**src/lsu_settings.svh**
```systemverilog
`ifndef LSU_SETTINGS_SVH
`define LSU_SETTINGS_SVH

// datapath widths
`define LSU_XLEN    32                  // address and data word
`define LSU_STRB_W  (`LSU_XLEN / 8)     // one strobe bit per byte lane
`define LSU_ID_W    4                   // axi transaction id

// axi field widths
`define LSU_SIZE_W  3                   // axsize
`define LSU_LEN_W   8                   // axlen
`define LSU_BURST_W 2                   // axburst

// fixed burst fields for single beat transfers
`define LSU_AXI_BURST_INCR  2'd1        // incr burst code
`define LSU_AXI_LEN_SINGLE  8'd0        // one beat means len 0

`endif

```
**src/lsu_pkg.sv**
```systemverilog
`include "lsu_settings.svh"

package lsu_pkg;

    typedef logic [`LSU_XLEN-1:0]   word_t;    // data or address word
    typedef logic [`LSU_STRB_W-1:0] strb_t;    // write strobe, bit per byte
    typedef logic [`LSU_ID_W-1:0]   id_t;      // axi id on aw and ar

    // access size in axi axsize encoding
    typedef enum logic [`LSU_SIZE_W-1:0] {
        size_byte = 3'd0,    // lb lbu sb
        size_half = 3'd1,    // lh lhu sh
        size_word = 3'd2     // lw sw
    } access_size_t;         // codes 3 to 7 are unknown sizes

    // one state per axi channel phase
    typedef enum logic [2:0] {
        st_idle       = 3'd0,    // waiting for mem_valid
        st_write_addr = 3'd1,    // awvalid up
        st_write_data = 3'd2,    // wvalid up
        st_write_resp = 3'd3,    // bready up
        st_read_addr  = 3'd4,    // arvalid up
        st_read_data  = 3'd5     // rready up
    } lsu_state_t;

endpackage

```
**src/lsu_ctrl.sv**
```systemverilog
`timescale 1ns/1ns
`include "lsu_settings.svh"

module lsu_ctrl (
    input  logic                  clock,
    input  logic                  reset,

    // execute side
    input  logic                  mem_valid,
    input  logic                  mem_wen,
    input  logic                  mem_unsigned,
    input  lsu_pkg::word_t        mem_addr,
    input  lsu_pkg::word_t        mem_wdata,
    input  lsu_pkg::access_size_t mem_size,

    // axi handshake inputs
    input  logic                  awready,
    input  logic                  wready,
    input  logic                  bvalid,
    input  logic                  arready,
    input  logic                  rvalid,

    input  lsu_pkg::word_t        load_data,    // from load aligner

    output logic                  mem_ready,
    output lsu_pkg::word_t        mem_rdata,

    // axi handshake outputs
    output logic                  awvalid,
    output logic                  wvalid,
    output logic                  bready,
    output logic                  arvalid,
    output logic                  rready,

    // captured request
    output lsu_pkg::word_t        req_addr,
    output lsu_pkg::word_t        req_wdata,
    output lsu_pkg::access_size_t req_size,
    output logic                  req_unsigned,
    output lsu_pkg::id_t          txn_id
);

    lsu_pkg::lsu_state_t state;
    lsu_pkg::lsu_state_t next_state;
    logic                accept;    // request taken this cycle

    assign accept = (state == lsu_pkg::st_idle) && mem_valid;

    // state and id counter
    always_ff @(posedge clock) begin
        if (reset) begin
            state  <= lsu_pkg::st_idle;
            txn_id <= '0;    // first accepted request gets id 1
        end else begin
            state <= next_state;
            if (accept) begin
                txn_id <= txn_id + `LSU_ID_W'(1);    // wraps at 16
            end
        end
    end

    // request payload, held for the whole transaction
    always_ff @(posedge clock) begin
        if (accept) begin
            req_addr     <= mem_addr;
            req_wdata    <= mem_wdata;
            req_size     <= mem_size;
            req_unsigned <= mem_unsigned;
        end
    end

    // each phase waits for its partner signal
    always_comb begin
        next_state = state;
        case (state)
            lsu_pkg::st_idle: begin
                if (mem_valid) begin
                    next_state = mem_wen ? lsu_pkg::st_write_addr : lsu_pkg::st_read_addr;
                end
            end
            lsu_pkg::st_write_addr: begin
                if (awready) begin
                    next_state = lsu_pkg::st_write_data;
                end
            end
            lsu_pkg::st_write_data: begin
                if (wready) begin
                    next_state = lsu_pkg::st_write_resp;
                end
            end
            lsu_pkg::st_write_resp: begin
                if (bvalid) begin
                    next_state = lsu_pkg::st_idle;    // any bresp completes
                end
            end
            lsu_pkg::st_read_addr: begin
                if (arready) begin
                    next_state = lsu_pkg::st_read_data;
                end
            end
            lsu_pkg::st_read_data: begin
                if (rvalid) begin
                    next_state = lsu_pkg::st_idle;
                end
            end
            default: next_state = lsu_pkg::st_idle;    // stray encodings
        endcase
    end

    // valid/ready straight from the state
    assign awvalid = (state == lsu_pkg::st_write_addr);
    assign wvalid  = (state == lsu_pkg::st_write_data);
    assign bready  = (state == lsu_pkg::st_write_resp);
    assign arvalid = (state == lsu_pkg::st_read_addr);
    assign rready  = (state == lsu_pkg::st_read_data);

    // one cycle completion pulse on the response beat
    assign mem_ready = (bready && bvalid) || (rready && rvalid);
    assign mem_rdata = load_data;    // only meaningful with rvalid

endmodule

```
**src/lsu_load_align.sv**
```systemverilog
`timescale 1ns/1ns
`include "lsu_settings.svh"

module lsu_load_align (
    input  lsu_pkg::word_t        req_addr,
    input  lsu_pkg::access_size_t req_size,
    input  logic                  req_unsigned,
    input  lsu_pkg::word_t        rdata,
    output lsu_pkg::word_t        load_data
);

    logic [1:0]     offset;
    lsu_pkg::word_t shifted;      // addressed lane moved down to bit 0
    logic [7:0]     lane_byte;
    logic [15:0]    lane_half;
    logic           fill_byte;    // extension bit for byte loads
    logic           fill_half;    // extension bit for half loads

    assign offset    = req_addr[1:0];
    assign shifted   = rdata >> {offset, 3'b000};
    assign lane_byte = shifted[7:0];
    assign lane_half = shifted[15:0];

    // unsigned loads fill with zero
    assign fill_byte = lane_byte[7] & ~req_unsigned;
    assign fill_half = lane_half[15] & ~req_unsigned;

    always_comb begin
        load_data = '0;    // misaligned or unknown size returns zero
        case (req_size)
            lsu_pkg::size_byte: begin
                load_data = {{(`LSU_XLEN-8){fill_byte}}, lane_byte};
            end
            lsu_pkg::size_half: begin
                if (!offset[0]) begin    // same rule as sh
                    load_data = {{(`LSU_XLEN-16){fill_half}}, lane_half};
                end
            end
            lsu_pkg::size_word: begin
                if (offset == 2'b00) begin
                    load_data = rdata;    // full word, no extension
                end
            end
            default: begin
                load_data = '0;
            end
        endcase
    end

endmodule

```
**src/lsu_store_align.sv**
```systemverilog
`timescale 1ns/1ns
`include "lsu_settings.svh"

module lsu_store_align (
    input  lsu_pkg::word_t        req_addr,
    input  lsu_pkg::word_t        req_wdata,
    input  lsu_pkg::access_size_t req_size,
    output lsu_pkg::strb_t        wstrb,
    output lsu_pkg::word_t        wdata
);

    logic [1:0] offset;        // byte offset in the word
    logic [4:0] lane_shift;    // offset in bits

    assign offset     = req_addr[1:0];
    assign lane_shift = {offset, 3'b000};

    always_comb begin
        wstrb = '0;           // misaligned or unknown size writes nothing
        wdata = req_wdata;    // unshifted when strobe is zero
        case (req_size)
            lsu_pkg::size_byte: begin
                // any offset is fine for a byte
                wstrb = lsu_pkg::strb_t'(1) << offset;
                wdata = {{(`LSU_XLEN-8){1'b0}}, req_wdata[7:0]} << lane_shift;
            end
            lsu_pkg::size_half: begin
                if (!offset[0]) begin    // offset 0 or 2
                    wstrb = lsu_pkg::strb_t'(2'b11) << offset;
                    wdata = {{(`LSU_XLEN-16){1'b0}}, req_wdata[15:0]} << lane_shift;
                end
            end
            lsu_pkg::size_word: begin
                if (offset == 2'b00) begin
                    wstrb = '1;    // all lanes, data as is
                end
            end
            default: begin
                wstrb = '0;
            end
        endcase
    end

endmodule

```
**src/lsu_top.sv**
```systemverilog
`timescale 1ns/1ns
`include "lsu_settings.svh"

module lsu_top (
    input  logic                    clock,
    input  logic                    reset,

    // execute side
    input  logic                    mem_valid,
    input  lsu_pkg::word_t          mem_addr,
    input  lsu_pkg::word_t          mem_wdata,
    input  logic                    mem_wen,
    input  lsu_pkg::access_size_t   mem_size,
    input  logic                    mem_unsigned,
    output logic                    mem_ready,
    output lsu_pkg::word_t          mem_rdata,

    // aw channel
    input  logic                    awready,
    output logic                    awvalid,
    output lsu_pkg::word_t          awaddr,
    output lsu_pkg::id_t            awid,
    output logic [`LSU_LEN_W-1:0]   awlen,
    output lsu_pkg::access_size_t   awsize,
    output logic [`LSU_BURST_W-1:0] awburst,

    // w channel
    input  logic                    wready,
    output logic                    wvalid,
    output lsu_pkg::word_t          wdata,
    output lsu_pkg::strb_t          wstrb,
    output logic                    wlast,

    // b channel
    output logic                    bready,
    input  logic                    bvalid,

    // ar channel
    input  logic                    arready,
    output logic                    arvalid,
    output lsu_pkg::word_t          araddr,
    output lsu_pkg::id_t            arid,
    output logic [`LSU_LEN_W-1:0]   arlen,
    output lsu_pkg::access_size_t   arsize,
    output logic [`LSU_BURST_W-1:0] arburst,

    // r channel
    output logic                    rready,
    input  logic                    rvalid,
    input  lsu_pkg::word_t          rdata
);

    lsu_pkg::word_t        req_addr;
    lsu_pkg::word_t        req_wdata;
    lsu_pkg::access_size_t req_size;
    logic                  req_unsigned;
    lsu_pkg::id_t          txn_id;
    lsu_pkg::word_t        load_data;    // aligned and extended read data

    lsu_ctrl i_ctrl (
        .clock        (clock),
        .reset        (reset),
        .mem_valid    (mem_valid),
        .mem_wen      (mem_wen),
        .mem_unsigned (mem_unsigned),
        .mem_addr     (mem_addr),
        .mem_wdata    (mem_wdata),
        .mem_size     (mem_size),
        .awready      (awready),
        .wready       (wready),
        .bvalid       (bvalid),
        .arready      (arready),
        .rvalid       (rvalid),
        .load_data    (load_data),
        .mem_ready    (mem_ready),
        .mem_rdata    (mem_rdata),
        .awvalid      (awvalid),
        .wvalid       (wvalid),
        .bready       (bready),
        .arvalid      (arvalid),
        .rready       (rready),
        .req_addr     (req_addr),
        .req_wdata    (req_wdata),
        .req_size     (req_size),
        .req_unsigned (req_unsigned),
        .txn_id       (txn_id)
    );

    lsu_store_align i_store_align (
        .req_addr  (req_addr),
        .req_wdata (req_wdata),
        .req_size  (req_size),
        .wstrb     (wstrb),
        .wdata     (wdata)
    );

    lsu_load_align i_load_align (
        .req_addr     (req_addr),
        .req_size     (req_size),
        .req_unsigned (req_unsigned),
        .rdata        (rdata),
        .load_data    (load_data)
    );

    // address, size and id shared by both address channels
    assign awaddr = req_addr;
    assign araddr = req_addr;
    assign awsize = req_size;
    assign arsize = req_size;
    assign awid   = txn_id;
    assign arid   = txn_id;

    // single beat incr bursts only
    assign awlen   = `LSU_AXI_LEN_SINGLE;
    assign arlen   = `LSU_AXI_LEN_SINGLE;
    assign awburst = `LSU_AXI_BURST_INCR;
    assign arburst = `LSU_AXI_BURST_INCR;
    assign wlast   = 1'b1;    // every w beat is the last

endmodule

```
**config.mk**
```make
export PLATFORM = sky130hd
export DESIGN_NAME = lsu_top
export DESIGN_NICKNAME = d
export VERILOG_FILES = /design/src/lsu_pkg.sv /design/src/lsu_ctrl.sv /design/src/lsu_load_align.sv /design/src/lsu_store_align.sv /design/src/lsu_top.sv
export VERILOG_INCLUDE_DIRS = /design/src
export SDC_FILE = /design/constraint.sdc
export NUM_CORES = 1
export LEC_CHECK = 0
export ABC_AREA = 1
export BUFFER_PORTS_ARGS = -buffer_cell sky130_fd_sc_hd__buf_4
export CAP_MARGIN = 20
export CORE_AREA = 2 2 108 110
export CTS_BUF_LIST = sky130_fd_sc_hd__clkbuf_8
export DETAILED_ROUTE_END_ITERATION = 7
export DIE_AREA = 0 0 110 112
export PLACE_DENSITY = 0.8
export SYNTH_ARGS = -nofsm -noshare
export SYNTH_HDL_FRONTEND = slang
export SYNTH_HIERARCHICAL = 1
export SYNTH_SLANG_ARGS = --single-unit
```
**constraint.sdc**
```tcl
create_clock -name clock -period 2.3 [get_ports clock]
set_input_delay 0.345 -clock clock [delete_from_list [all_inputs] [get_ports clock]]
set_output_delay 0.345 -clock clock [all_outputs]
set_load 0.01 [all_outputs]
```
==> out/summary.txt <==
Largest net degree at the start of global routing: 54
Pleak: 0.003578 uW
Post-route DRC violation count: 0
DR WL/cell: 14.33 um
Ports: 282
Worst setup EP type: primary output
Global-route usage over all layers: 21.65%
Detailed-route via count: 4557
GPL Wtd Cong: 0.9004
Fraction of layout cells with a size suffix above 1: 41.64%
Setup WS post-layout: 0.1171 ns
Max Clock Freq: 458.1 MHz
Nets: 924
Post-Layout Inst Area: 6756 um^2
Synthesized area per cell: 8.151 um^2
Routed WL: 13.79 mm
Clock Sinks: 75
Fill cells: 957
Max Buffers Root-to-Sink: 2
Pwr/cell area: 950.5 nW/um^2
Clk_lat worst skew: 0.35 ns
Initial core utilization: 44.93%
Post-Place Cells: 936
DR vias/cell: 4.737
Drt first pass iters: 5
CTS tree: built
Arr. time, crit path: 1.84 ns
# hold bufs at CTS: 0
First-pass GRT wire length: 20.51 mm
Post-Syn Instances: 616
Syn. warnings: 6
Slew Limit Fails: 0
Final period utilization: 94.91%
Synthesis-stage register bit count: 75
Most used DFF post-synth: edfxtp_1
RSZ-0062 raised after global routing: yes
Clk pin slew, worst setup/hold paths: 0.08 ns
Cell Area, Placed: 6469 um^2
Hpwl dp: 10.82 mm
Synthesized area: 5021 um^2
Synth top cells by count: 206 x nand2_1, 98 x buf_4, 72 x nand3_1
Count leader, synth: nand2_1
1st-iter DRT viols: 336
Post-synth EDFFs: 68
Die width: 110 um
Max cap viols: 0
Sequential fraction of the synthesis area: 43.46%
Dominant cells by area after synthesis: edfxtp_1 41%, nand2_1 15%, buf_4 15%, nand3_1 7.2%, inv_1 3.5%
CP Launch Type: flip-flop
Storage cell area: 2182 um^2
Synth top area share: 40.67%
Dpl ws: 0.3719 ns
Syn-to-layout area delta: 34.56%
Crit path required time: 1.96 ns
IO Port Bufs: 260
Worst-path maximum fanout: 39
CTS Buf Count: 9
Ys async rst share: 0%
Depth of the CTS H-tree: 3
Worst Hold Class: input port to flip-flop
CTS Root Cell: clkbuf_8
CORE AREA: 11170 um^2
Crit path kind: flip-flop to primary output
FP Rows: 39
Die ar.: 12320 um^2
ANT nets after route: 0
Clk_skew: 0.01212 ns
Fin crit period: 2.183 ns
Final number of hold-violating endpoints: 0
Antenna violations before repair: 0
Total power: 6422 uW
Final non-filler cell total: 962
Setup violators final: 0
DIE HEIGHT: 112 um
Outcome: completed
Synth unique cells: 29
Multi-input gate area: 1869 um^2
Vias in the first global route: 4227
Overflow after GRT: 0
Peak VDD IR: 0.6561 mV
Inserted Diodes: 0
Synth area leader: edfxtp_1
-- per-stage QoR --
step / hold slack (ns) / setup TNS [ns] / util [%]
floorplan: 0.4141 / 0 / -
global placement: 0.5000 / 0 / 57.89
detailed placement: 0.5024 / 0 / 57.89
CTS: 0.1518 / 0 / 59.97
global route: 0.1444 / -0.1499 / 60.46
finish: 0.1622 / 0 / 60.46
-- layout by cell type (no fill, tap or decap), drive strengths merged --
cell,netlist,routed
o21ai,4,4
nand4,6,6
ha,1,1
a211oi,1,1
clkinvlp,0,4
xor2,1,1
clkinv,2,2
dfxtp,7,7
buf,110,278
nand3,89,89
a21oi,12,12
nor2,40,40
nand3b,1,1
and2,1,1
edfxtp,68,68
inv,55,57
nand2,215,215
conb,2,21
clkbuf,0,10
xnor2,1,1
-- report_power, final --
part | internal (uW) | switching, uW | leakage, uW
combinational | 1470 | 1820 | 0.00279
sequential | 1960 | 284 | 0.000699
clock | 411 | 475 | 0.0000869
total | 3840 | 2580 | 0.00358
-- critical path, stage by stage (launching register included) --
cell and delay (ns):
edfxtp_1 0.43, buf_12 0.20, nor2_8 0.17, nand2_1 0.09, nand2_2 0.10, nand3_4 0.21
nand3_1 0.16, buf_4 0.13
-- layer usage --
metal / up-vias / wire [um] / part of all wire [%] / GRT usage [%]
met5: - / 0 / 0 / 0
met3: 23 / 1441 / 10 / 5.738
met4: 0 / 318 / 2.3 / 8.017
met2: 246 / 6867 / 50 / 37.06
met1: 2036 / 5157 / 37 / 25.71
li1: 2252 / - / - / -
-- flip-flops by register name, summed over array words and instances (netlist names) --
register / flops
i_ctrl/req_unsigned: 1
i_ctrl/txn_id: 4
i_ctrl/req_wdata: 32
i_ctrl/req_size: 3
i_ctrl/req_addr: 32
i_ctrl/state: 3
-- area by class of cell --
cell class / count / area share (%)
Multi-Input combinational cell: 393 / 27.67
Timing Repair Buffer: 278 / 31.61
Clock buffer: 10 / 2.037
Inverter: 57 / 3.222
Tap cell: 143 / 2.648
Sequential cell: 75 / 32.30
Clock inverter: 6 / 0.5185
-- timing repair --
item | 4_1_cts | 5_1_grt
pin swaps | 1 | 3
buffers inserted | 6 | 4
resized for setup | 2 | 6
setup endpoints to repair | 16 | 57
-- path summary, 6_finish.rpt --
| path | start | to | slack [ns] | depth (start not counted) |
|---|---|---|---|---|
| setup / recovery | i_ctrl/req_addr[1] | mem_rdata[17] | 0.12 | 7 |
| hold / removal | mem_addr[28] | i_ctrl/req_addr[28] | 0.16 | 1 |
| setup reg to reg | i_ctrl/state[0] | i_ctrl/req_wdata[16] | 0.74 | 4 |
| hold reg to reg | i_ctrl/txn_id[2] | i_ctrl/txn_id[2] | 0.51 | 2 |
-- kinds of logic (layout without fill, tap and decap cells) --
logic type               Yosys count  count (layout)  share of synthesized area (%)
other                              2              21                         0.1496
flip-flops                        75              75                          43.46
adder cells (fa/ha/maj)            1               1                         0.2492
XOR/XNOR                           2               2                         0.3489
AND/OR/NAND/NOR                  352             352                          33.07
buffers and inverters            167             351                          20.98
AO/OA/AOI/OAI                     17              17                          1.744
(Power assumes the default switching activity.)
